$ cat config.mk
export PLATFORM = sky130hd
export DESIGN_NAME = core_port_arbiter_flat
export DESIGN_NICKNAME = d
export VERILOG_FILES = /design/src/design/axi_pkg.sv /design/src/design/core_bus_pkg.sv /design/src/design/core_req_if.sv /design/src/design/core_port_arbiter.sv /design/src/flat_wrapper.sv
export SDC_FILE = /design/constraint.sdc
export NUM_CORES = 1
export LEC_CHECK = 0
export BUFFER_PORTS_ARGS = -buffer_cell sky130_fd_sc_hd__buf_2
export CORE_AREA = 3 3 175 177
export DETAILED_ROUTE_END_ITERATION = 8
export DIE_AREA = 0 0 178 180
export SYNTH_ARGS = -nofsm -noshare
export SYNTH_HDL_FRONTEND = slang
export SYNTH_SLANG_ARGS = --single-unit
$ cat constraint.sdc
create_clock -name i_aclk -period 1.9 [get_ports i_aclk]
set_input_delay 0 -clock i_aclk [delete_from_list [all_inputs] [get_ports i_aclk]]
set_output_delay 0 -clock i_aclk [all_outputs]
set_load 0.02 [all_outputs]
$ cat src/design/axi_pkg.sv
// single-beat AXI4 only: 64-bit data, 32-bit address, no IDs, no user signals
package axi_pkg;

  // ------------------------------------------------------------------
  // bus widths
  // ------------------------------------------------------------------
  localparam int AXI_DATA_W = 64;
  localparam int AXI_ADDR_W = 32;
  localparam int AXI_STRB_W = AXI_DATA_W / 8;  // one strobe per byte lane

  typedef logic [AXI_DATA_W-1:0] axi_data_t;
  typedef logic [AXI_ADDR_W-1:0] axi_addr_t;
  typedef logic [AXI_STRB_W-1:0] axi_strb_t;
  typedef logic [7:0]            axi_len_t;   // beats minus one
  typedef logic [2:0]            axi_size_t;  // log2 of bytes per beat
  typedef logic [1:0]            axi_burst_t;
  typedef logic [2:0]            axi_prot_t;
  typedef logic [3:0]            axi_cache_t;
  typedef logic [1:0]            axi_resp_t;

  // ------------------------------------------------------------------
  // fixed attribute and response codes
  // ------------------------------------------------------------------
  localparam axi_burst_t BURST_INCR              = 2'b01;
  localparam axi_prot_t  PROT_DATA_SECURE_UNPRIV = 3'b000;
  localparam axi_cache_t CACHE_DEVICE_NONBUF     = 4'b0000;
  localparam axi_resp_t  RESP_OKAY               = 2'b00;
  localparam axi_resp_t  RESP_SLVERR             = 2'b10;

endpackage

$ cat src/design/core_bus_pkg.sv
// core-side request types; SRAM depth is fixed here and must match SRAM_IDX_W
package core_bus_pkg;

  // access size, same encoding as the low two bits of AXI size
  typedef enum logic [1:0] {
    SIZE_BYTE  = 2'd0,
    SIZE_HALF  = 2'd1,
    SIZE_WORD  = 2'd2,
    SIZE_DWORD = 2'd3
  } access_size_e;

  // which core port issued a request
  typedef enum logic {
    OWNER_IF  = 1'b0,
    OWNER_MEM = 1'b1
  } req_owner_e;

  localparam int SRAM_WORDS = 1024;  // 64-bit words, 8 KiB
  localparam int SRAM_IDX_W = 10;    // log2(SRAM_WORDS)

  typedef logic [SRAM_IDX_W-1:0] sram_idx_t;

endpackage

$ cat src/design/core_req_if.sv
// request is held until addr_ok; rdata and err are only valid with data_ok
`timescale 1ns/1ps

interface core_req_if;
  import axi_pkg::*;
  import core_bus_pkg::*;

  // requester to server
  logic         req;
  logic         wr;      // 1 for write
  access_size_e size;
  axi_addr_t    addr;
  axi_strb_t    wstrb;
  axi_data_t    wdata;

  // server to requester
  logic         addr_ok; // request taken
  logic         data_ok; // request finished
  axi_data_t    rdata;
  logic         err;     // slave error on this access

  modport master (
    output req, wr, size, addr, wstrb, wdata,
    input  addr_ok, data_ok, rdata, err
  );

  modport slave (
    input  req, wr, size, addr, wstrb, wdata,
    output addr_ok, data_ok, rdata, err
  );

endinterface

$ cat src/design/core_port_arbiter.sv
// MEM beats IF; one read in flight; responses return in the order they were accepted
`timescale 1ns/1ps

module core_port_arbiter (
  input  logic                       i_aclk,
  input  logic                       i_rst_n,
  // instruction fetch, read only
  input  logic                       i_if_req,
  input  axi_pkg::axi_addr_t         i_if_addr,
  input  core_bus_pkg::access_size_e i_if_size,
  output logic                       o_if_addr_ok,
  output logic                       o_if_data_ok,
  output axi_pkg::axi_data_t         o_if_rdata,
  output logic                       o_if_err,
  // data memory
  input  logic                       i_mem_req,
  input  logic                       i_mem_wr,
  input  core_bus_pkg::access_size_e i_mem_size,
  input  axi_pkg::axi_addr_t         i_mem_addr,
  input  axi_pkg::axi_strb_t         i_mem_wstrb,
  input  axi_pkg::axi_data_t         i_mem_wdata,
  output logic                       o_mem_addr_ok,
  output logic                       o_mem_data_ok,
  output axi_pkg::axi_data_t         o_mem_rdata,
  output logic                       o_mem_err,
  core_req_if.master                 bus
);
  import core_bus_pkg::*;

  logic       hold_q;       // forwarded request still waiting for addr_ok
  req_owner_e hold_owner_q;
  logic       rd_busy_q;
  logic       wr_busy_q;
  logic       last_wr_q;    // newest accepted request was a write
  req_owner_e rd_owner_q;
  req_owner_e grant;
  logic       mem_can;
  logic       if_can;
  logic       rd_acc;
  logic       wr_acc;
  logic       resp_rd;
  logic       rd_done;

  // ------------------------------------------------------------------
  // grant
  // ------------------------------------------------------------------
  assign mem_can = i_mem_req && (i_mem_wr || !rd_busy_q);  // writes never wait on reads
  assign if_can  = i_if_req && !rd_busy_q;

  always_comb begin
    if (hold_q) begin
      grant = hold_owner_q;  // keep the request stable until taken
    end else if (mem_can) begin
      grant = OWNER_MEM;
    end else begin
      grant = OWNER_IF;
    end
  end

  always_comb begin
    if (grant == OWNER_MEM) begin
      bus.req  = mem_can;
      bus.wr   = i_mem_wr;
      bus.size = i_mem_size;
      bus.addr = i_mem_addr;
    end else begin
      bus.req  = if_can;
      bus.wr   = 1'b0;
      bus.size = i_if_size;
      bus.addr = i_if_addr;
    end
  end

  assign bus.wstrb = i_mem_wstrb;  // only IF reads pass through otherwise
  assign bus.wdata = i_mem_wdata;

  assign o_if_addr_ok  = bus.addr_ok && (grant == OWNER_IF);
  assign o_mem_addr_ok = bus.addr_ok && (grant == OWNER_MEM);

  // ------------------------------------------------------------------
  // outstanding tracking and response routing
  // ------------------------------------------------------------------
  assign rd_acc  = bus.addr_ok && !bus.wr;
  assign wr_acc  = bus.addr_ok && bus.wr;
  assign resp_rd = rd_busy_q && (!wr_busy_q || last_wr_q);  // older one answers first
  assign rd_done = bus.data_ok && resp_rd;

  always_ff @(posedge i_aclk or negedge i_rst_n) begin
    if (!i_rst_n) begin
      hold_q       <= 1'b0;
      hold_owner_q <= OWNER_IF;
      rd_busy_q    <= 1'b0;
      wr_busy_q    <= 1'b0;
      last_wr_q    <= 1'b0;
      rd_owner_q   <= OWNER_IF;
    end else begin
      hold_q       <= bus.req && !bus.addr_ok;
      hold_owner_q <= grant;
      if (rd_acc) begin
        rd_busy_q  <= 1'b1;
        rd_owner_q <= grant;
        last_wr_q  <= 1'b0;
      end else if (rd_done) begin
        rd_busy_q  <= 1'b0;
      end
      if (wr_acc) begin
        wr_busy_q <= 1'b1;
        last_wr_q <= 1'b1;
      end else if (bus.data_ok && !resp_rd) begin
        wr_busy_q <= 1'b0;
      end
    end
  end

  assign o_if_data_ok  = rd_done && (rd_owner_q == OWNER_IF);
  assign o_mem_data_ok = bus.data_ok && !o_if_data_ok;  // every write ends on MEM
  assign o_if_rdata    = bus.rdata;
  assign o_mem_rdata   = bus.rdata;
  assign o_if_err      = bus.err;
  assign o_mem_err     = bus.err;

endmodule

$ cat src/flat_wrapper.sv
// flat-port wrapper written by rule: the top's interface ports become plain ports
module core_port_arbiter_flat import core_bus_pkg::*;
  (i_aclk, i_rst_n, i_if_req, i_if_addr, i_if_size, o_if_addr_ok, o_if_data_ok, o_if_rdata, o_if_err, i_mem_req, i_mem_wr, i_mem_size, i_mem_addr, i_mem_wstrb, i_mem_wdata, o_mem_addr_ok, o_mem_data_ok, o_mem_rdata, o_mem_err, bus_req, bus_wr, bus_size, bus_addr, bus_wstrb, bus_wdata, bus_addr_ok, bus_data_ok, bus_rdata, bus_err);
  core_req_if bus_i ();
  input  logic i_aclk;
  input  logic i_rst_n;
  input  logic i_if_req;
  input  axi_pkg::axi_addr_t i_if_addr;
  input  core_bus_pkg::access_size_e i_if_size;
  output logic o_if_addr_ok;
  output logic o_if_data_ok;
  output axi_pkg::axi_data_t o_if_rdata;
  output logic o_if_err;
  input  logic i_mem_req;
  input  logic i_mem_wr;
  input  core_bus_pkg::access_size_e i_mem_size;
  input  axi_pkg::axi_addr_t i_mem_addr;
  input  axi_pkg::axi_strb_t i_mem_wstrb;
  input  axi_pkg::axi_data_t i_mem_wdata;
  output logic o_mem_addr_ok;
  output logic o_mem_data_ok;
  output axi_pkg::axi_data_t o_mem_rdata;
  output logic o_mem_err;
  output wire logic [$bits(bus_i.req)-1:0] bus_req;
  output wire logic [$bits(bus_i.wr)-1:0] bus_wr;
  output wire logic [$bits(bus_i.size)-1:0] bus_size;
  output wire logic [$bits(bus_i.addr)-1:0] bus_addr;
  output wire logic [$bits(bus_i.wstrb)-1:0] bus_wstrb;
  output wire logic [$bits(bus_i.wdata)-1:0] bus_wdata;
  input wire logic [$bits(bus_i.addr_ok)-1:0] bus_addr_ok;
  input wire logic [$bits(bus_i.data_ok)-1:0] bus_data_ok;
  input wire logic [$bits(bus_i.rdata)-1:0] bus_rdata;
  input wire logic [$bits(bus_i.err)-1:0] bus_err;
  assign bus_req = bus_i.req;
  assign bus_wr = bus_i.wr;
  assign bus_size = bus_i.size;
  assign bus_addr = bus_i.addr;
  assign bus_wstrb = bus_i.wstrb;
  assign bus_wdata = bus_i.wdata;
  assign bus_i.addr_ok = bus_addr_ok;
  assign bus_i.data_ok = bus_data_ok;
  assign bus_i.rdata = bus_rdata;
  assign bus_i.err = bus_err;
  core_port_arbiter u_core (.i_aclk(i_aclk), .i_rst_n(i_rst_n), .i_if_req(i_if_req), .i_if_addr(i_if_addr), .i_if_size(i_if_size), .o_if_addr_ok(o_if_addr_ok), .o_if_data_ok(o_if_data_ok), .o_if_rdata(o_if_rdata), .o_if_err(o_if_err), .i_mem_req(i_mem_req), .i_mem_wr(i_mem_wr), .i_mem_size(i_mem_size), .i_mem_addr(i_mem_addr), .i_mem_wstrb(i_mem_wstrb), .i_mem_wdata(i_mem_wdata), .o_mem_addr_ok(o_mem_addr_ok), .o_mem_data_ok(o_mem_data_ok), .o_mem_rdata(o_mem_rdata), .o_mem_err(o_mem_err), .bus(bus_i));
endmodule
---- After elaboration in Yosys (flattened, before gate mapping) ----
Cells that the tools add are included.
cells by class
  reduce and logical (&&, ||, !) cells .... 23
  multipliers ............................. 0
  equality and inequality tests ........... 0
  shift operators ......................... 0
  bitwise operators ....................... 2
  add/subtract/negate cells ............... 0
  magnitude comparators ................... 0
  mux-type cells .......................... 12
  div/mod/pow operators ................... 0
operators with widths
  operator           count
  $mux 32            1
  $logic_and 1x1->1  12
  $mux 1             10
  $logic_not 1->1    6
  $reduce_bool 2->1  3
  $logic_or 1x1->1   2
  $mux 2             1
  $not 1->1          2
storage, ports and cells
  memories kept ........................... 0
  logic and storage cells ................. 43
  output and inout bits ................... 242
  input bits .............................. 212
  bits in writable memories ............... 0
  register bits after elaboration ......... 6
  latch bits .............................. 0
  memory bits (read-only) ................. 0

---- Logic depth before layout (Yosys ltp) ----
  word-level depth ........................ 10
  mapped depth ............................ 5
  mapped depth without buffers ............ 3

---- Worst setup path before layout ----
Ideal clock, no wire load.
  path type ............................... flip-flop to output port
  start point ............................. reg u_core.hold_owner_q
  end point ............................... out bus_addr[15]
  buffers on the path ..................... 2
  setup slack ............................. 572 ps
  arrival time ............................ 1328 ps
  stages on the path, launching flop included .. 6
  cell sequence ........................... dfrtp_1 and2_1 a31o_1 buf_6 buf_6 mux2_4
on the way
  word-level cells in the longest chain between the ends .. 2
ends and longest elaborated chain
  item                      RTL line                 text
  start: declaration        core_port_arbiter.sv:31  req_owner_e hold_owner_q;
  start signal: assignment  core_port_arbiter.sv:98  hold_owner_q <= grant;
  $mux 1                    core_port_arbiter.sv:51  if (hold_q) begin
  $mux 32                   core_port_arbiter.sv:61  if (grant == OWNER_MEM) begin
  end: declaration          flat_wrapper.sv:27       output wire logic [$bits(bus_i.addr)-1:0] bus_addr;
Every way passes these cells.

---- Worst setup path in the final report ----
  start point ............................. reg u_core.rd_busy_q
  end point ............................... out bus_addr[3]
on the way
  word-level cells in the longest chain between the ends .. 6
ends and longest elaborated chain
  item                      RTL line                  text
  start: declaration        core_port_arbiter.sv:32   logic rd_busy_q;
  start signal: assignment  core_port_arbiter.sv:92   rd_busy_q <= 1'b0;
  start signal: assignment  core_port_arbiter.sv:100  rd_busy_q <= 1'b1;
  start signal: assignment  core_port_arbiter.sv:104  rd_busy_q <= 1'b0;
  $logic_not 1->1           core_port_arbiter.sv:47   assign mem_can = i_mem_req && (i_mem_wr || !rd_busy_q);
  $logic_or 1x1->1          core_port_arbiter.sv:47
  $logic_and 1x1->1         core_port_arbiter.sv:47
  $mux 1                    core_port_arbiter.sv:53   end else if (mem_can) begin
  $mux 1                    core_port_arbiter.sv:51
  $mux 32                   core_port_arbiter.sv:61
Every way passes these cells.

==> results.md <==
- Post-synth top cells: 202 x buf_4, 19 x mux2_2, 16 x mux2_4
- Post-synth EDFFs: 0
- WL/cell: 12.17 um
- Synth Flop Type: dfrtp_1
- Die W: about 180 um
- Number of unique standard cell types used by synthesis: 21
- Number of buffers created by CTS: 3
- CP bufs+invs: 2
- Total leakage power: roughly 0.85 nW
- DRC violations left: 0
- Critical path peak fanout: 38
- Share of async-settable or async-resettable flops after synthesis: 1.000
- Yosys reg bits: 6
- Inst Count DP: between 500 and 600
- Finished Layout Cells: around 580
- Worst skew pair latency: 0.23 ns
- H-tree levels: 1
- # setup viols final: 0
- Yosys warns: 0
- Sink Count: 6
- Setup TNS: 0 ns
- Post-Syn Instances: approximately 270
- RSZ-0062 raised after global routing: no
- Fin crit share: 0.9247
- Largest net degree at the start of global routing: 39
- Design Power: about 1.1 mW
- Synth area leaders: buf_4 66%, mux2_4 10%, mux2_2 9.3%, dfrtp_1 6.5%, buf_6 1.5%
- Peak Freq: about 0.57 GHz
- CP required: between 1.5 and 2 ns
- Hold Path Class: input pin to output port
- IO Pins: ~450
- TritonCTS clock tree: yes
- Via Count: ~1,300
- Placed cell area: 1829 um^2
- Vias/cell: 2.202
- 1st-iter DRT viols: 11
- Crit Path Class: register to output port
- Layout fillers: 3,430
- HP Start: i_mem_wdata[19]
- Max-slew violations: 0
- Crit path capture type: output port
- Area Growth Syn to Fin: -16.55%
- Final Hold Violating Endpoints: 0
- Std cell rows: 63
- Top cell type's share of synthesized area: 0.6576
- Fin crit period: 1.757 ns
- Share of layout cells above drive strength 1: 0.8191
- Nets: 402
- Drt pass-1 iters: 4
- Post-synthesis sequential area ratio: 0.06511
- Chip height: ~180 um
- Most frequent cell after synthesis: buf_4
- Util after Layout: 0.06545
- Setup clock skew after layout: 0.001518 ns
- Buffers on Ports: about 110
- Tightest Pin Transition: approximately 0.33 ns
- Worst Setup SP: u_core.rd_busy_q
- Max-slew headroom: 0.7768
- RePlAce Congestion: between 0.7 and 0.8
- Max Buffers Root-to-Sink: 2
- Finished layout cell area: between 1500 and 2000 um^2
- Antenna Violating Nets Remaining: 0
- Syn Area/Cell: 8.416 um^2
- Antenna violations before repair: 1
- Core box area: 29,400 um^2
- Slowest CP cell: dfrtp_1
- Global-route wire length before repair: between 9000 and 10,000 um
- Root Driver: clkbuf_16
- Top Family by Delay on Critical Path: buffers and inverters
- Clock slew at reported path FFs: ~0.030 ns
- Max Cap Viol: 0
- Slowest stage delay, CP: roughly 0.39 ns
- Drt total wl: between 7000 and 8000 um
- Arr. time, crit path: between 1.5 and 2 ns
- Synth Cell Area: 2306 um^2
- Starting Density: 0.07843
- N_diodes: 0
- Global Route Usage Sum: 0.03922
- CP cell instances: nand2b_1 -> a31o_2 -> buf_12 -> mux2_2 -> buf_2
- Critical path startpoint category: register
- Peak VDD IR: roughly 0.00027 V
- Grt ovf: 0
- DIE AREA: 32,040 um^2
- Pwr Density: between 500 and 600 nW/um^2
- Leading area contributor after synthesis: buf_4
- Mapped Nets: a little under 500
- Post-DP HPWL: 6078 um
- Status: complete, no violations
- Vias in the first global route: roughly 1,400
- R2r startpoint: u_core.hold_owner_q
registers in the layout (all words and copies together) (netlist names):
register	count
u_core.hold_owner_q	1
u_core.hold_q	1
u_core.last_wr_q	1
u_core.rd_busy_q	1
u_core.rd_owner_q	1
u_core.wr_busy_q	1
placed cells by master (no fill, tap or decap), types with 2 or more instances in the layout:
| cell type | instances |
|---|---|
| buf_2 | 114 |
| mux2_2 | 19 |
| mux2_4 | 16 |
| dfrtp_1 | 6 |
| inv_1 | 5 |
| nand2_1 | 4 |
| o21ai_0 | 4 |
| clkbuf_16 | 3 |
| and2_1 | 2 |
| nor2_1 | 2 |
| dlygate4sd3_1 | 2 |
cell type report:
| type | count | area [um^2] | share of cell area |
|---|---|---|---|
| Sequential cell | 6 | 150.1 | 0.07802 |
| Multi-Input combinational cell | 57 | 581.8 | 0.3023 |
| Timing Repair Buffer | 117 | 610.6 | 0.3173 |
| Inverter | 5 | 18.77 | 0.009753 |
| Tap cell | 390 | 488.0 | 0.2536 |
| Clock buffer | 3 | 75.07 | 0.03901 |
where the power goes:
group | switching [mW] | internal [mW] | leakage [nW] | total, mW
clock network | 0.0660 | 0.270 | 0.0370 | 0.336
registers | 0.0125 | 0.144 | 0.0753 | 0.157
logic | 0.298 | 0.271 | 0.734 | 0.569
through the flow:
step                      hold WS (ns)  worst slack (ns)
after floorplan                -0.2956            0.5719
after global placement         -0.1708            0.4017
after detailed placement       -0.1682            0.3669
after CTS                    0.0001367            0.1240
after global routing        0.00002923           0.05886
final                      0.000006877            0.1431
worst reg2reg max path, delay by kind of cell (launching register included):
kind | cells | cell delay (ns)
AO/OA/AOI/OAI | 2 | 0.45
buffers and inverters | 1 | 0.18
AND/OR/NAND/NOR | 1 | 0.16
flip-flops | 1 | 0.39
path summary, 6_finish.rpt:
path                                     end  slack, ns  cells after the start
hold reg to reg             u_core.last_wr_q       0.51                      2
setup reg to reg           u_core.rd_owner_q       0.61                      4
hold / removal                 bus_wdata[19]   0.000007                      0
setup / recovery                 bus_addr[3]       0.14                      5
min in group asynchronous   u_core.wr_busy_q       0.14                      2
max in group asynchronous  u_core.rd_owner_q       1.62                      2
cells by family after synthesis:
family / synth area share
muxes: 0.1970
DFF: 0.06511
buffers and inverters: 0.6826
and+or+nand+nor: 0.02007
AOI/OAI and AO/OA: 0.03527
what timing repair did:
action / 4_1_cts / 5_1_grt
resized for setup: 0 / 0
hold endpoints to repair: 7 / 0
hold buffers: 2 / 0
setup buffers: 0 / 0
routing by layer:
metal,global-route usage,vias to the layer above,wire length (um)
li1,-,494,-
met3,0.02598,95,1372
met1,0.03270,485,1931
met5,0.004630,-,0
met2,0.05406,199,2756
met4,0.05152,0,977
(Power assumes the default switching activity.)
