## config.mk

```make
export PLATFORM = sky130hd
export DESIGN_NAME = axi4_master_bridge_flat
export DESIGN_NICKNAME = d
export VERILOG_FILES = /design/src/design/axi_pkg.sv /design/src/design/core_bus_pkg.sv /design/src/design/core_req_if.sv /design/src/design/axi4_if.sv /design/src/design/axi4_master_bridge.sv /design/src/flat_wrapper.sv
export SDC_FILE = /design/constraint.sdc
export NUM_CORES = 1
export LEC_CHECK = 0
export ABC_CLOCK_PERIOD_IN_PS = 2000
export BUFFER_PORTS_ARGS = -buffer_cell sky130_fd_sc_hd__buf_4
export CAP_MARGIN = 20
export CORE_AREA = 2 2 171 173
export DETAILED_ROUTE_END_ITERATION = 16
export DIE_AREA = 0 0 173 175
export GPL_ROUTABILITY_DRIVEN = 0
export HOLD_SLACK_MARGIN = 0.12
export SYNTH_ARGS = -nofsm -noshare
export SYNTH_HDL_FRONTEND = slang
export SYNTH_SLANG_ARGS = --single-unit
```

## constraint.sdc

```tcl
create_clock -name i_aclk -period 2 [get_ports i_aclk]
set_clock_uncertainty 0.2 [all_clocks]
set_input_delay 0.2 -clock i_aclk [delete_from_list [all_inputs] [get_ports i_aclk]]
set_output_delay 0.2 -clock i_aclk [all_outputs]
set_load 0.01 [all_outputs]
```

## src/design/axi_pkg.sv

```systemverilog
// single-beat AXI4 only: 64-bit data, 32-bit address, no IDs, no user signals
package axi_pkg;

  // ------------------------------------------------------------------
  // bus widths
  // ------------------------------------------------------------------
  localparam int AXI_DATA_W = 64;
  localparam int AXI_ADDR_W = 32;
  localparam int AXI_STRB_W = AXI_DATA_W / 8;  // one strobe per byte lane

  typedef logic [AXI_DATA_W-1:0] axi_data_t;
  typedef logic [AXI_ADDR_W-1:0] axi_addr_t;
  typedef logic [AXI_STRB_W-1:0] axi_strb_t;
  typedef logic [7:0]            axi_len_t;   // beats minus one
  typedef logic [2:0]            axi_size_t;  // log2 of bytes per beat
  typedef logic [1:0]            axi_burst_t;
  typedef logic [2:0]            axi_prot_t;
  typedef logic [3:0]            axi_cache_t;
  typedef logic [1:0]            axi_resp_t;

  // ------------------------------------------------------------------
  // fixed attribute and response codes
  // ------------------------------------------------------------------
  localparam axi_burst_t BURST_INCR              = 2'b01;
  localparam axi_prot_t  PROT_DATA_SECURE_UNPRIV = 3'b000;
  localparam axi_cache_t CACHE_DEVICE_NONBUF     = 4'b0000;
  localparam axi_resp_t  RESP_OKAY               = 2'b00;
  localparam axi_resp_t  RESP_SLVERR             = 2'b10;

endpackage

```

## src/design/core_bus_pkg.sv

```systemverilog
// core-side request types; SRAM depth is fixed here and must match SRAM_IDX_W
package core_bus_pkg;

  // access size, same encoding as the low two bits of AXI size
  typedef enum logic [1:0] {
    SIZE_BYTE  = 2'd0,
    SIZE_HALF  = 2'd1,
    SIZE_WORD  = 2'd2,
    SIZE_DWORD = 2'd3
  } access_size_e;

  // which core port issued a request
  typedef enum logic {
    OWNER_IF  = 1'b0,
    OWNER_MEM = 1'b1
  } req_owner_e;

  localparam int SRAM_WORDS = 1024;  // 64-bit words, 8 KiB
  localparam int SRAM_IDX_W = 10;    // log2(SRAM_WORDS)

  typedef logic [SRAM_IDX_W-1:0] sram_idx_t;

endpackage

```

## src/design/core_req_if.sv

```systemverilog
// request is held until addr_ok; rdata and err are only valid with data_ok
`timescale 1ns/1ps

interface core_req_if;
  import axi_pkg::*;
  import core_bus_pkg::*;

  // requester to server
  logic         req;
  logic         wr;      // 1 for write
  access_size_e size;
  axi_addr_t    addr;
  axi_strb_t    wstrb;
  axi_data_t    wdata;

  // server to requester
  logic         addr_ok; // request taken
  logic         data_ok; // request finished
  axi_data_t    rdata;
  logic         err;     // slave error on this access

  modport master (
    output req, wr, size, addr, wstrb, wdata,
    input  addr_ok, data_ok, rdata, err
  );

  modport slave (
    input  req, wr, size, addr, wstrb, wdata,
    output addr_ok, data_ok, rdata, err
  );

endinterface

```

## src/design/axi4_if.sv

```systemverilog
// AXI4 without ID and user signals; lock is the single AXI4 bit
`timescale 1ns/1ps

interface axi4_if;
  import axi_pkg::*;

  // write address
  axi_addr_t  awaddr;
  axi_len_t   awlen;
  axi_size_t  awsize;
  axi_burst_t awburst;
  logic       awlock;
  axi_cache_t awcache;
  axi_prot_t  awprot;
  logic       awvalid;
  logic       awready;

  // write data
  axi_data_t  wdata;
  axi_strb_t  wstrb;
  logic       wlast;
  logic       wvalid;
  logic       wready;

  // write response
  axi_resp_t  bresp;
  logic       bvalid;
  logic       bready;

  // read address
  axi_addr_t  araddr;
  axi_len_t   arlen;
  axi_size_t  arsize;
  axi_burst_t arburst;
  logic       arlock;
  axi_cache_t arcache;
  axi_prot_t  arprot;
  logic       arvalid;
  logic       arready;

  // read data
  axi_data_t  rdata;
  axi_resp_t  rresp;
  logic       rlast;
  logic       rvalid;
  logic       rready;

  modport master (
    output awaddr, awlen, awsize, awburst, awlock, awcache, awprot, awvalid,
    input  awready,
    output wdata, wstrb, wlast, wvalid,
    input  wready,
    input  bresp, bvalid,
    output bready,
    output araddr, arlen, arsize, arburst, arlock, arcache, arprot, arvalid,
    input  arready,
    input  rdata, rresp, rlast, rvalid,
    output rready
  );

  modport slave (
    input  awaddr, awlen, awsize, awburst, awlock, awcache, awprot, awvalid,
    output awready,
    input  wdata, wstrb, wlast, wvalid,
    output wready,
    output bresp, bvalid,
    input  bready,
    input  araddr, arlen, arsize, arburst, arlock, arcache, arprot, arvalid,
    output arready,
    output rdata, rresp, rlast, rvalid,
    input  rready
  );

endinterface

```

## src/design/axi4_master_bridge.sv

```systemverilog
// one read and one write in flight; their data_ok pulses come back in accept order
`timescale 1ns/1ps

module axi4_master_bridge (
  input  logic      i_aclk,
  input  logic      i_rst_n,
  core_req_if.slave core,
  axi4_if.master    axi
);
  import axi_pkg::*;

  typedef enum logic [1:0] {
    RD_IDLE,
    RD_ADDR,
    RD_DATA
  } rd_state_e;

  typedef enum logic [1:0] {
    WR_IDLE,
    WR_SEND,
    WR_RESP
  } wr_state_e;

  rd_state_e rd_state_q;
  wr_state_e wr_state_q;
  logic      aw_done_q;   // AW taken while W still waits
  logic      w_done_q;
  logic      last_wr_q;   // newest accepted was a write
  logic      ar_fire;
  logic      r_fire;
  logic      aw_fire;
  logic      w_fire;
  logic      b_fire;
  logic      wr_accept;
  logic      data_ok_q;
  logic      err_q;
  axi_data_t rdata_q;

  assign ar_fire   = axi.arvalid && axi.arready;
  assign r_fire    = axi.rvalid && axi.rready;
  assign aw_fire   = axi.awvalid && axi.awready;
  assign w_fire    = axi.wvalid && axi.wready;
  assign b_fire    = axi.bvalid && axi.bready;
  assign wr_accept = (wr_state_q == WR_SEND) && (aw_done_q || aw_fire) && (w_done_q || w_fire);

  // ------------------------------------------------------------------
  // read FSM
  // ------------------------------------------------------------------
  always_ff @(posedge i_aclk or negedge i_rst_n) begin
    if (!i_rst_n) begin
      rd_state_q <= RD_IDLE;
    end else begin
      case (rd_state_q)
        RD_IDLE: if (core.req && !core.wr) rd_state_q <= RD_ADDR;
        RD_ADDR: if (ar_fire) rd_state_q <= RD_DATA;
        RD_DATA: if (r_fire) rd_state_q <= RD_IDLE;
        default: rd_state_q <= RD_IDLE;
      endcase
    end
  end

  // ------------------------------------------------------------------
  // write FSM
  // ------------------------------------------------------------------
  always_ff @(posedge i_aclk or negedge i_rst_n) begin
    if (!i_rst_n) begin
      wr_state_q <= WR_IDLE;
      aw_done_q  <= 1'b0;
      w_done_q   <= 1'b0;
    end else begin
      case (wr_state_q)
        WR_IDLE: if (core.req && core.wr) wr_state_q <= WR_SEND;
        WR_SEND: if (wr_accept) wr_state_q <= WR_RESP;
        WR_RESP: if (b_fire) wr_state_q <= WR_IDLE;
        default: wr_state_q <= WR_IDLE;
      endcase
      if (wr_accept || wr_state_q != WR_SEND) begin
        aw_done_q <= 1'b0;
        w_done_q  <= 1'b0;
      end else begin
        aw_done_q <= aw_done_q || aw_fire;
        w_done_q  <= w_done_q || w_fire;
      end
    end
  end

  always_ff @(posedge i_aclk or negedge i_rst_n) begin
    if (!i_rst_n) begin
      last_wr_q <= 1'b0;
    end else if (wr_accept) begin
      last_wr_q <= 1'b1;
    end else if (ar_fire) begin
      last_wr_q <= 1'b0;
    end
  end

  // ------------------------------------------------------------------
  // AXI channels
  // ------------------------------------------------------------------
  assign axi.awaddr  = core.addr;
  assign axi.awlen   = axi_len_t'(0);  // single beat
  assign axi.awsize  = {1'b0, core.size};
  assign axi.awburst = BURST_INCR;
  assign axi.awlock  = 1'b0;
  assign axi.awcache = CACHE_DEVICE_NONBUF;
  assign axi.awprot  = PROT_DATA_SECURE_UNPRIV;
  assign axi.awvalid = (wr_state_q == WR_SEND) && !aw_done_q;

  assign axi.wdata  = core.wdata;
  assign axi.wstrb  = core.wstrb;
  assign axi.wlast  = 1'b1;
  assign axi.wvalid = (wr_state_q == WR_SEND) && !w_done_q;

  assign axi.araddr  = core.addr;
  assign axi.arlen   = axi_len_t'(0);
  assign axi.arsize  = {1'b0, core.size};
  assign axi.arburst = BURST_INCR;
  assign axi.arlock  = 1'b0;
  assign axi.arcache = CACHE_DEVICE_NONBUF;
  assign axi.arprot  = PROT_DATA_SECURE_UNPRIV;
  assign axi.arvalid = (rd_state_q == RD_ADDR);

  // the younger response waits so data_ok order matches addr_ok order
  assign axi.rready = (rd_state_q == RD_DATA) && (wr_state_q != WR_RESP || last_wr_q);
  assign axi.bready = (wr_state_q == WR_RESP) && (rd_state_q != RD_DATA || !last_wr_q);

  // ------------------------------------------------------------------
  // core responses
  // ------------------------------------------------------------------
  always_ff @(posedge i_aclk or negedge i_rst_n) begin
    if (!i_rst_n) begin
      data_ok_q <= 1'b0;
    end else begin
      data_ok_q <= r_fire || b_fire;  // never both, see ready gating
    end
  end

  always_ff @(posedge i_aclk) begin
    if (r_fire) begin
      rdata_q <= axi.rdata;
      err_q   <= (axi.rresp != RESP_OKAY);
    end else if (b_fire) begin
      err_q   <= (axi.bresp != RESP_OKAY);
    end
  end

  assign core.addr_ok = ar_fire || wr_accept;
  assign core.data_ok = data_ok_q;
  assign core.rdata   = rdata_q;
  assign core.err     = err_q;

endmodule

```

## src/flat_wrapper.sv

```systemverilog
// flat-port wrapper written by rule: the top's interface ports become plain ports
module axi4_master_bridge_flat import axi_pkg::*;
  (i_aclk, i_rst_n, core_req, core_wr, core_size, core_addr, core_wstrb, core_wdata, core_addr_ok, core_data_ok, core_rdata, core_err, axi_awaddr, axi_awlen, axi_awsize, axi_awburst, axi_awlock, axi_awcache, axi_awprot, axi_awvalid, axi_awready, axi_wdata, axi_wstrb, axi_wlast, axi_wvalid, axi_wready, axi_bresp, axi_bvalid, axi_bready, axi_araddr, axi_arlen, axi_arsize, axi_arburst, axi_arlock, axi_arcache, axi_arprot, axi_arvalid, axi_arready, axi_rdata, axi_rresp, axi_rlast, axi_rvalid, axi_rready);
  core_req_if core_i ();
  axi4_if axi_i ();
  input  logic i_aclk;
  input  logic i_rst_n;
  input wire logic [$bits(core_i.req)-1:0] core_req;
  input wire logic [$bits(core_i.wr)-1:0] core_wr;
  input wire logic [$bits(core_i.size)-1:0] core_size;
  input wire logic [$bits(core_i.addr)-1:0] core_addr;
  input wire logic [$bits(core_i.wstrb)-1:0] core_wstrb;
  input wire logic [$bits(core_i.wdata)-1:0] core_wdata;
  output wire logic [$bits(core_i.addr_ok)-1:0] core_addr_ok;
  output wire logic [$bits(core_i.data_ok)-1:0] core_data_ok;
  output wire logic [$bits(core_i.rdata)-1:0] core_rdata;
  output wire logic [$bits(core_i.err)-1:0] core_err;
  output wire logic [$bits(axi_i.awaddr)-1:0] axi_awaddr;
  output wire logic [$bits(axi_i.awlen)-1:0] axi_awlen;
  output wire logic [$bits(axi_i.awsize)-1:0] axi_awsize;
  output wire logic [$bits(axi_i.awburst)-1:0] axi_awburst;
  output wire logic [$bits(axi_i.awlock)-1:0] axi_awlock;
  output wire logic [$bits(axi_i.awcache)-1:0] axi_awcache;
  output wire logic [$bits(axi_i.awprot)-1:0] axi_awprot;
  output wire logic [$bits(axi_i.awvalid)-1:0] axi_awvalid;
  input wire logic [$bits(axi_i.awready)-1:0] axi_awready;
  output wire logic [$bits(axi_i.wdata)-1:0] axi_wdata;
  output wire logic [$bits(axi_i.wstrb)-1:0] axi_wstrb;
  output wire logic [$bits(axi_i.wlast)-1:0] axi_wlast;
  output wire logic [$bits(axi_i.wvalid)-1:0] axi_wvalid;
  input wire logic [$bits(axi_i.wready)-1:0] axi_wready;
  input wire logic [$bits(axi_i.bresp)-1:0] axi_bresp;
  input wire logic [$bits(axi_i.bvalid)-1:0] axi_bvalid;
  output wire logic [$bits(axi_i.bready)-1:0] axi_bready;
  output wire logic [$bits(axi_i.araddr)-1:0] axi_araddr;
  output wire logic [$bits(axi_i.arlen)-1:0] axi_arlen;
  output wire logic [$bits(axi_i.arsize)-1:0] axi_arsize;
  output wire logic [$bits(axi_i.arburst)-1:0] axi_arburst;
  output wire logic [$bits(axi_i.arlock)-1:0] axi_arlock;
  output wire logic [$bits(axi_i.arcache)-1:0] axi_arcache;
  output wire logic [$bits(axi_i.arprot)-1:0] axi_arprot;
  output wire logic [$bits(axi_i.arvalid)-1:0] axi_arvalid;
  input wire logic [$bits(axi_i.arready)-1:0] axi_arready;
  input wire logic [$bits(axi_i.rdata)-1:0] axi_rdata;
  input wire logic [$bits(axi_i.rresp)-1:0] axi_rresp;
  input wire logic [$bits(axi_i.rlast)-1:0] axi_rlast;
  input wire logic [$bits(axi_i.rvalid)-1:0] axi_rvalid;
  output wire logic [$bits(axi_i.rready)-1:0] axi_rready;
  assign core_i.req = core_req;
  assign core_i.wr = core_wr;
  assign core_i.size = core_size;
  assign core_i.addr = core_addr;
  assign core_i.wstrb = core_wstrb;
  assign core_i.wdata = core_wdata;
  assign core_addr_ok = core_i.addr_ok;
  assign core_data_ok = core_i.data_ok;
  assign core_rdata = core_i.rdata;
  assign core_err = core_i.err;
  assign axi_awaddr = axi_i.awaddr;
  assign axi_awlen = axi_i.awlen;
  assign axi_awsize = axi_i.awsize;
  assign axi_awburst = axi_i.awburst;
  assign axi_awlock = axi_i.awlock;
  assign axi_awcache = axi_i.awcache;
  assign axi_awprot = axi_i.awprot;
  assign axi_awvalid = axi_i.awvalid;
  assign axi_i.awready = axi_awready;
  assign axi_wdata = axi_i.wdata;
  assign axi_wstrb = axi_i.wstrb;
  assign axi_wlast = axi_i.wlast;
  assign axi_wvalid = axi_i.wvalid;
  assign axi_i.wready = axi_wready;
  assign axi_i.bresp = axi_bresp;
  assign axi_i.bvalid = axi_bvalid;
  assign axi_bready = axi_i.bready;
  assign axi_araddr = axi_i.araddr;
  assign axi_arlen = axi_i.arlen;
  assign axi_arsize = axi_i.arsize;
  assign axi_arburst = axi_i.arburst;
  assign axi_arlock = axi_i.arlock;
  assign axi_arcache = axi_i.arcache;
  assign axi_arprot = axi_i.arprot;
  assign axi_arvalid = axi_i.arvalid;
  assign axi_i.arready = axi_arready;
  assign axi_i.rdata = axi_rdata;
  assign axi_i.rresp = axi_rresp;
  assign axi_i.rlast = axi_rlast;
  assign axi_i.rvalid = axi_rvalid;
  assign axi_rready = axi_i.rready;
  axi4_master_bridge u_core (.i_aclk(i_aclk), .i_rst_n(i_rst_n), .core(core_i), .axi(axi_i));
endmodule
```

Yosys cells after proc, flatten, opt, wreduce, memory -nomap -nowiden. Cells that the tools add are included.

Muxes and demuxes: 14. Eq/ne operators: 13. Reductions and logical operators: 32.

Operators by type and width (number): $logic_and A1 B1 Y1 (13); $mux W2 (6); $ne A2 B1 Y1 const B (6); $pmux W2 S3 (2); $reduce_bool A2 Y1 (4); $logic_or A1 B1 Y1 (7); $mux W1 (6); $ne A2 B2 Y1 const B (3); $reduce_and A3 Y1 (2); $eq A2 B1 Y1 const B (2); $eq A2 B2 Y1 const B (2); $logic_not A1 Y1 (4); $logic_not A2 Y1 (2).

Output and inout port bits: 251. Bits in registers: 73.

Longest topological paths before layout. Gate-level depths: netlist (run 1).

Word-level depth: 8. Mapped depth: 3. Gate-level depth less buffers: 3.

Least setup slack after synthesis (run 1). Ideal clock, no wire load.

Kind: flip-flop to flip-flop. From: reg u_core.rd_state_q[0]. To: reg u_core.err_q, in the netlist u_core.core.err, enable pin. Period minus slack after synthesis: 1861 ps. Path buffers: 0. Setup time: 295 ps. Setup slack: 139 ps. Stages on the path, launching flop included: 4. Required time: 1505 ps. Arrival time: 1367 ps. Path through: dfrtp_1 > nor2b_2 > o211a_4 > a21o_1.

Elaborated cells on any way between the ends: 8. Those cells by class: eq/ne: 2; reduce/logical: 6.

RTL lines: start, declared (line axi4_master_bridge.sv:24) `rd_state_e rd_state_q;`; start signal, assigned (line axi4_master_bridge.sv:51) `rd_state_q <= RD_IDLE;`; start signal, assigned (line axi4_master_bridge.sv:54) `RD_IDLE: if (core.req && !core.wr) rd_state_q <= RD_ADDR;`; start signal, assigned (line axi4_master_bridge.sv:55) `RD_ADDR: if (ar_fire) rd_state_q <= RD_DATA;`; $eq A2 B2 Y1 (line axi4_master_bridge.sv:124) `assign axi.rready = (rd_state_q == RD_DATA) && (wr_state_q != WR_RESP || last_wr_q);`; $logic_and A1 B1 Y1 (line axi4_master_bridge.sv:124); $logic_and A1 B1 Y1 (line axi4_master_bridge.sv:40) `assign r_fire = axi.rvalid && axi.rready;`; via u_core.r_fire (line axi4_master_bridge.sv:30) `logic r_fire;`; $reduce_bool A2 Y1 (no line); end signal, assigned (line axi4_master_bridge.sv:141) `err_q <= (axi.rresp != RESP_OKAY);`; end signal, assigned (line axi4_master_bridge.sv:143) `err_q <= (axi.bresp != RESP_OKAY);`; end, declared (line axi4_master_bridge.sv:36) `logic err_q;`.

The timed path passes the listed nets, and every way through them passes these cells. A chain may end at the register's enable or synchronous reset.

Final worst setup path (run 1).
From: reg u_core.wr_state_q[1]. To: reg u_core.wr_state_q[0].

Word-level cells in the longest chain between the ends: 8. Elaborated cells on any way between the ends: 18. Those cells by class: eq/ne: 5; mux: 1; reduce/logical: 12.

Ends and longest elaborated chain: start, declared (line axi4_master_bridge.sv:25) `wr_state_e wr_state_q;`; start signal, assigned (line axi4_master_bridge.sv:67) `wr_state_q <= WR_IDLE;`; start signal, assigned (line axi4_master_bridge.sv:72) `WR_IDLE: if (core.req && core.wr) wr_state_q <= WR_SEND;`; start signal, assigned (line axi4_master_bridge.sv:73) `WR_SEND: if (wr_accept) wr_state_q <= WR_RESP;`; $eq A2 B1 Y1; $logic_and A1 B1 Y1 (line axi4_master_bridge.sv:107) `assign axi.awvalid = (wr_state_q == WR_SEND) && !aw_done_q;`; $logic_and A1 B1 Y1 (line axi4_master_bridge.sv:41) `assign aw_fire = axi.awvalid && axi.awready;`; $logic_or A1 B1 Y1 (line axi4_master_bridge.sv:44) `assign wr_accept = (wr_state_q == WR_SEND) && (aw_done_q || aw_fire) && (w_done_q || w_fire);`; $logic_and A1 B1 Y1 (2 in series) (line axi4_master_bridge.sv:44); $ne A2 B1 Y1 (no line); $reduce_and A3 Y1 (no line).

Parallel ways exist; a longest one is shown, timed or not.

==> results of run 1 <==
==> layout by cell type, fill, tap and decap left out, types with 2 or more instances in the layout <==
| cell | count |
|---|---|
| edfxtp_1 | 65 |
| clkinv_4 | 2 |
| dfrtp_1 | 8 |
| inv_1 | 2 |
| buf_12 | 2 |
| clkbuf_16 | 9 |
| o21ai_0 | 2 |
| nor2_1 | 9 |
| dlygate4sd3_1 | 78 |
| a21oi_1 | 2 |
| conb_1 | 39 |
| clkinvlp_4 | 2 |
| bufinv_16 | 2 |
| buf_4 | 148 |
| nand2_1 | 3 |
==> critical path, cell delays in order (launching register included) <==
cell and delay, ns:
dfrtp_1 0.42, and2b_1 0.26, o221ai_2 0.15, a32o_1 0.22, dlygate4sd3_1 0.55
==> metrics by stage <==
step	util (%)	power [uW]	setup slack, ns
after floorplan	-	2810	0.139
after global placement	14.6	3040	0.297
after detailed placement	14.6	3060	0.245
after CTS	18.5	5000	0.0963
after global routing	18.5	5160	0.00289
final	18.5	4930	0.0962
==> registers in the layout, summed over array words and instances (netlist names) <==
register / count
u_core.aw_done_q: 1
u_core.core.data_ok: 1
u_core.core.err: 1
u_core.core.rdata: 64
u_core.last_wr_q: 1
u_core.rd_state_q: 2
u_core.w_done_q: 1
u_core.wr_state_q: 2
==> cell type report <==
class | count | area, um^2 | area share, %
Inverter | 2 | 7.51 | 0.143
Clock inverter | 7 | 104 | 1.98
Multi-Input combinational cell | 71 | 353 | 6.72
Sequential cell | 73 | 2150 | 41.0
Clock buffer | 9 | 225 | 4.29
Timing Repair Buffer | 228 | 1930 | 36.8
Tap cell | 384 | 480 | 9.15
==> power by group through the flow <==
stage / combinational [uW] / sequential (uW) / clock [uW]
after CTS: 1140 / 2050 / 1810
after global placement: 969 / 2070 / 0
after detailed placement: 980 / 2080 / 0
after floorplan: 663 / 2150 / 0
final: 1120 / 2050 / 1750
after global routing: 1220 / 2080 / 1860
==> worst min-delay path by stage <==
stage               start                          endpoint  slack, ns
2_1_floorplan     i_rst_n        u_core.aw_done_q$_DFF_PN0_      -0.30
3_3_place_gp      i_rst_n        u_core.aw_done_q$_DFF_PN0_      -0.18
3_5_place_dp      i_rst_n         u_core.w_done_q$_DFF_PN0_      -0.17
4_1_cts        axi_rvalid   u_core.core.rdata[38]$_DFFE_PP_       0.18
5_1_grt        axi_rvalid   u_core.core.rdata[38]$_DFFE_PP_       0.19
6_report       axi_rvalid  u_core.rd_state_q[1]$_DFFE_PN0P_       0.19
==> what timing repair did <==
| action | CTS | global route |
|---|---|---|
| buffers inserted | 0 | 0 |
| hold buffers | 78 | 0 |
| endpoints found under the hold margin | 82 | 0 |
==> routing by layer <==
layer / track usage, % / wire length, um / up-vias
li1: - / - / 932
met1: 5.58 / 3220 / 955
met2: 13.6 / 6190 / 259
met3: 6.14 / 2270 / 50
met4: 4.41 / 512 / 0
met5: 0 / 0 / -
==> cell families after synthesis <==
kind of cell           count (synthesis)  synth area share (%)
buffers and inverters                181                  36.4
DFF                                   73                  57.9
and+or+nand+nor                       21                  3.06
AOI/OAI and AO/OA                     10                  2.22
other                                  2                 0.202
muxes                                  1                 0.269
==> run summary, run 1 <==
combinational fraction of design power -> 22.8%
Sink Count -> 73
Net count, final -> 569
Leak Pwr -> 0.00214 uW
Via density -> 2.84
Antenna Diode Count -> 0
fillcell total -> 3,065
Clock power frac -> 35.6%
layout cells sized above 1 -> 43.6%
first-pass GRT wire length -> 16,600 um
CP Data Arrival Time -> 1.91 ns
CTS Root Cell -> clkbuf_16
reg2reg path depth -> 4
post-route ant nets -> 0
R2R Setup Slk -> 0.1 ns
crit path launch type -> flip-flop
total CTS buffers -> 9
outcome -> complete, no violations
Synth cell types -> 25
Initial Utilization -> 13.1%
Pwr Density -> 938 nW/um^2
Yosys top cell area share -> 52.5%
top-count cell post-synth -> buf_4
Worst Setup End Kind -> flip-flop
CP Capture Point -> u_core.wr_state_q[0]$_DFFE_PN0P_
YS warnings -> 0
clock-pin slew on the worst setup and hold paths -> 0.06 ns
# IOs -> 435
top cells by count, synth -> 179 x buf_4, 65 x edfxtp_1, 9 x nor2_1, 8 x dfrtp_1, 3 x nand2_1
critical path type -> reg2reg
largest net degree at the start of global routing -> 31
GR Util All Layers -> 7.63%
Die H -> 175 um
initial antenna violation count -> 0
DP Cell Count -> 680
synth-to-layout area growth -> 41.3%
ys flop type -> edfxtp_1
syn avg cell area -> 12.9 um^2
Routed WL per cell -> 15.8 um
Seq/Total Area, Yosys -> 57.9%
CP Launch Point -> u_core.wr_state_q[1]$_DFFE_PN0P_
Sw Share -> 26.2%
Worst Hold Slack -> 0.189 ns
Net Sw Power -> 1290 uW
final hold violations -> 0
RSZ-0062 raised after global routing -> false
number of global-route vias before repair -> 2,306
largest area contributor in the netlist -> edfxtp_1
crit path time final -> 1.90 ns
FMAX -> 525 MHz
flop and latch count out of synthesis -> 73
dpl hpwl -> 9420 um
Max Cap Viol -> 0
Syn Inst Count -> 288
drt pass-1 iters -> 4
reg2reg end -> u_core.wr_state_q[0]$_DFFE_PN0P_
H-Tree Depth -> 3
Synth area leaders -> edfxtp_1 53%, buf_4 36%, dfrtp_1 5.4%, nor2_1 0.91%, o211a_4 0.47%
post_cts resized -> 0
Residual DRC -> 0
internal power -> 3630 uW
grt ovf -> 0
total detailed-routing wirelength -> 12,200 um
fin area -> 5250 um^2
placement-stage cell area -> 4140 um^2
setup violators final -> 0
Synth Cell Area -> 3720 um^2
Row Count -> 62
Sequential Power Share -> 41.6%
DR iter-0 viols -> 80
highest net fanout along the worst path -> 4
asr flop ratio synth -> 11.0%
Die X -> 173 um
worst hold path type -> in2reg
WHS Path Cells -> 3
TNS Setup -> 0 ns
Buffers on Ports -> 148
Max VDD drop -> 0.366 mV
clock latency on the worst-skew pair -> 0.32 ns
die area -> 30,300 um^2
CTS Buffer Depth -> 2
Data required, critical path -> 2.01 ns
Core Area -> 28,400 um^2
Tcrit/Tclk final -> 95.2%
number of synthesized flops with an enable pin -> 65
fin cells -> 774
R2R Path Start -> u_core.wr_state_q[1]$_DFFE_PN0P_
Pins Over Slew Limit -> 0
TritonCTS clock tree -> yes
via count -> 2,196
Power figures use the tool's default switching activity.
==> run 2, diff against run 1 <==
--- a/config.mk
+++ b/config.mk
@@ -13,6 +13,7 @@
 export DIE_AREA = 0 0 173 175
 export GPL_ROUTABILITY_DRIVEN = 0
 export HOLD_SLACK_MARGIN = 0.12
+export PLACE_DENSITY = 0.49
 export SYNTH_ARGS = -nofsm -noshare
 export SYNTH_HDL_FRONTEND = slang
 export SYNTH_SLANG_ARGS = --single-unit
==> run summary, run 2 (same netlist as run 1, synthesis figures left out) <==
Net Sw Power -> 1320 uW (+1.9%)
critical path's slowest cell -> dlygate4sd3_1
Max Cap Viol -> 0 (unchanged)
Sw Share -> 28.0% (+1.7 points)
fillcell total -> 3,083 (+0.59%)
Pwr Density -> 903 nW/um^2 (-3.7%)
via count -> 2,182 (-0.64%)
total detailed-routing wirelength -> 12,400 um (+1.8%)
Leak Pwr -> 0.00212 uW (-0.54%)
layout cells sized above 1 -> 43.9% (+0.29 points)
H-Tree Depth -> 3 (unchanged)
R2R Setup Slk -> 0.08 ns (-0.02 ns)
Via density -> 2.81 (-0.89%)
outcome -> complete, no violations
setup violators final -> 0 (unchanged)
Routed WL per cell -> 16.0 um (+1.5%)
Tcrit/Tclk final -> 96.0% (+0.84 points)
WHS Path Cells -> 3 (unchanged)
postcts setup bufs -> 0 (unchanged)
Worst path max stage delay -> 0.56 ns (about the same)
Residual DRC -> 0 (unchanged)
die area -> 30,300 um^2 (unchanged)
Buffers on Ports -> 148 (unchanged)
clock-pin slew on the worst setup and hold paths -> 0.06 ns (about the same)
Pins Over Slew Limit -> 0 (unchanged)
GR Util All Layers -> 7.72% (+0.084 points)
Antenna Diode Count -> 0 (unchanged)
most frequent cells in the layout -> 151 x buf_4, 78 x dlygate4sd3_1, 65 x edfxtp_1, 39 x conb_1
hold_sp -> axi_rvalid
most common cell after layout, fill and taps aside -> buf_4
initial antenna violation count -> 0 (unchanged)
Bufs and invs on worst path -> 1 (unchanged)
Core Area -> 28,400 um^2 (unchanged)
dpl hpwl -> 9780 um (+3.8%)
pre-CTS WS -> 0.262 ns (+0.0171 ns)
combinational fraction of design power -> 23.9% (+1.1 points)
setup ws final -> 0.0794 ns (-0.0168 ns)
Worst Setup End Kind -> flip-flop
reg2reg end -> u_core.wr_state_q[0]$_DFFE_PN0P_
CTS Root Cell -> clkbuf_16
CP Launch Point -> u_core.wr_state_q[1]$_DFFE_PN0P_
Sequential Power Share -> 43.5% (+1.9 points)
crit-path leading delay family -> buffers and inverters
grt ovf -> 0 (unchanged)
crit path launch type -> flip-flop
final hold violations -> 0 (unchanged)
CP Data Arrival Time -> 1.93 ns (+0.02 ns)
drt pass-1 iters -> 4 (unchanged)
post_cts resized -> 0 (unchanged)
total CTS buffers -> 9 (unchanged)
reg2reg path depth -> 4 (unchanged)
WHS Endpoint -> u_core.rd_state_q[1]$_DFFE_PN0P_
Initial Utilization -> 13.1% (unchanged)
R2R Path Start -> u_core.wr_state_q[1]$_DFFE_PN0P_
RSZ-0062 raised after global routing -> false
critical path type -> reg2reg
Row Count -> 62 (unchanged)
Worst Hold Slack -> 0.174 ns (-0.0158 ns)
# IOs -> 435 (unchanged)
Hold Buf Count CTS -> 78 (unchanged)
crit-path cells -> and2b_1 -> o221ai_2 -> a32o_1 -> dlygate4sd3_1
Data required, critical path -> 2.00 ns (about the same)
Clock power frac -> 32.6% (-3.0 points)
crit path time final -> 1.92 ns (+0.0168 ns)
first-pass GRT wire length -> 16,800 um (+1.1%)
worst hold path type -> in2reg
post-route ant nets -> 0 (unchanged)
DR iter-0 viols -> 92 (+15%)
Max VDD drop -> 0.374 mV (+2.3%)
TritonCTS clock tree -> yes
FMAX -> 521 MHz (-0.88%)
highest net fanout along the worst path -> 4 (unchanged)
Die X -> 173 um (unchanged)
synth-to-layout area growth -> 40.3%
Die H -> 175 um (unchanged)
number of global-route vias before repair -> 2,277 (-1.3%)
clock latency on the worst-skew pair -> 0.32 ns (about the same)
largest net degree at the start of global routing -> 37 (+19%)
max FFs per register -> 64 (unchanged)
Sink Count -> 73 (unchanged)
placement-stage cell area -> 4150 um^2 (about the same)
Net count, final -> 571 (+0.35%)
CTS Buffer Depth -> 2 (unchanged)
Stages on worst setup path -> 4 (unchanged)
fin area -> 5210 um^2 (-0.76%)
TNS Setup -> 0 ns (unchanged)
internal power -> 3390 uW (-6.7%)
## run 2: cell types whose count changed in the layout (fill, tap and decap cells not counted), sizes merged
cell / change
bufinv: -2
inv: +2
buf: +2
## run 2: worst max-delay path by stage
stage                                        to  slack (ns)
2_1_floorplan         u_core.core.err$_DFFE_PP_        0.14
3_3_place_gp    u_core.core.rdata[43]$_DFFE_PP_        0.28
3_5_place_dp    u_core.core.rdata[19]$_DFFE_PP_        0.26
4_1_cts        u_core.wr_state_q[0]$_DFFE_PN0P_         0.1
5_1_grt        u_core.wr_state_q[0]$_DFFE_PN0P_        0.01
6_report       u_core.wr_state_q[0]$_DFFE_PN0P_        0.08
## run 2: worst min-delay path, delay by kind of cell
family,cells,cell delay [ns]
buffers and inverters,1,0.09
AOI/OAI and AO/OA,2,0.36
## run 2: layout make-up
cell class	count	area (um^2)	area share [%]
Sequential cell	73	2150	41.3
Multi-Input combinational cell	71	353	6.77
Clock buffer	9	225	4.32
Inverter	2	7.51	0.144
Timing Repair Buffer	230	1930	37.1
Clock inverter	7	61.3	1.18
Tap cell	384	480	9.22
## run 2: power by group through the flow
stage,Combinational [uW],Clock (uW),Sequential [uW]
3_3_place_gp,973,0,2080
6_report,1120,1530,2050
2_1_floorplan,663,0,2150
5_1_grt,1210,1650,2080
4_1_cts,1130,1590,2050
3_5_place_dp,976,0,2080
## run 2: layer usage
metal	up-vias	wire [um]	global-route usage (%)
li1	937	-	-
met1	927	3330	6.03
met2	259	6140	13.5
met3	59	2410	6.11
met4	0	527	4.06
met5	-	0	0.481
## run 2: stage by stage
step | power, uW | instances | utilization [%]
finish | 4710 | 776 | 18.4
detailed placement | 3060 | 682 | 14.6
global placement | 3050 | 682 | 14.6
CTS | 4770 | 776 | 18.4
global route | 4930 | 776 | 18.4
floorplan | 2810 | 325 | -
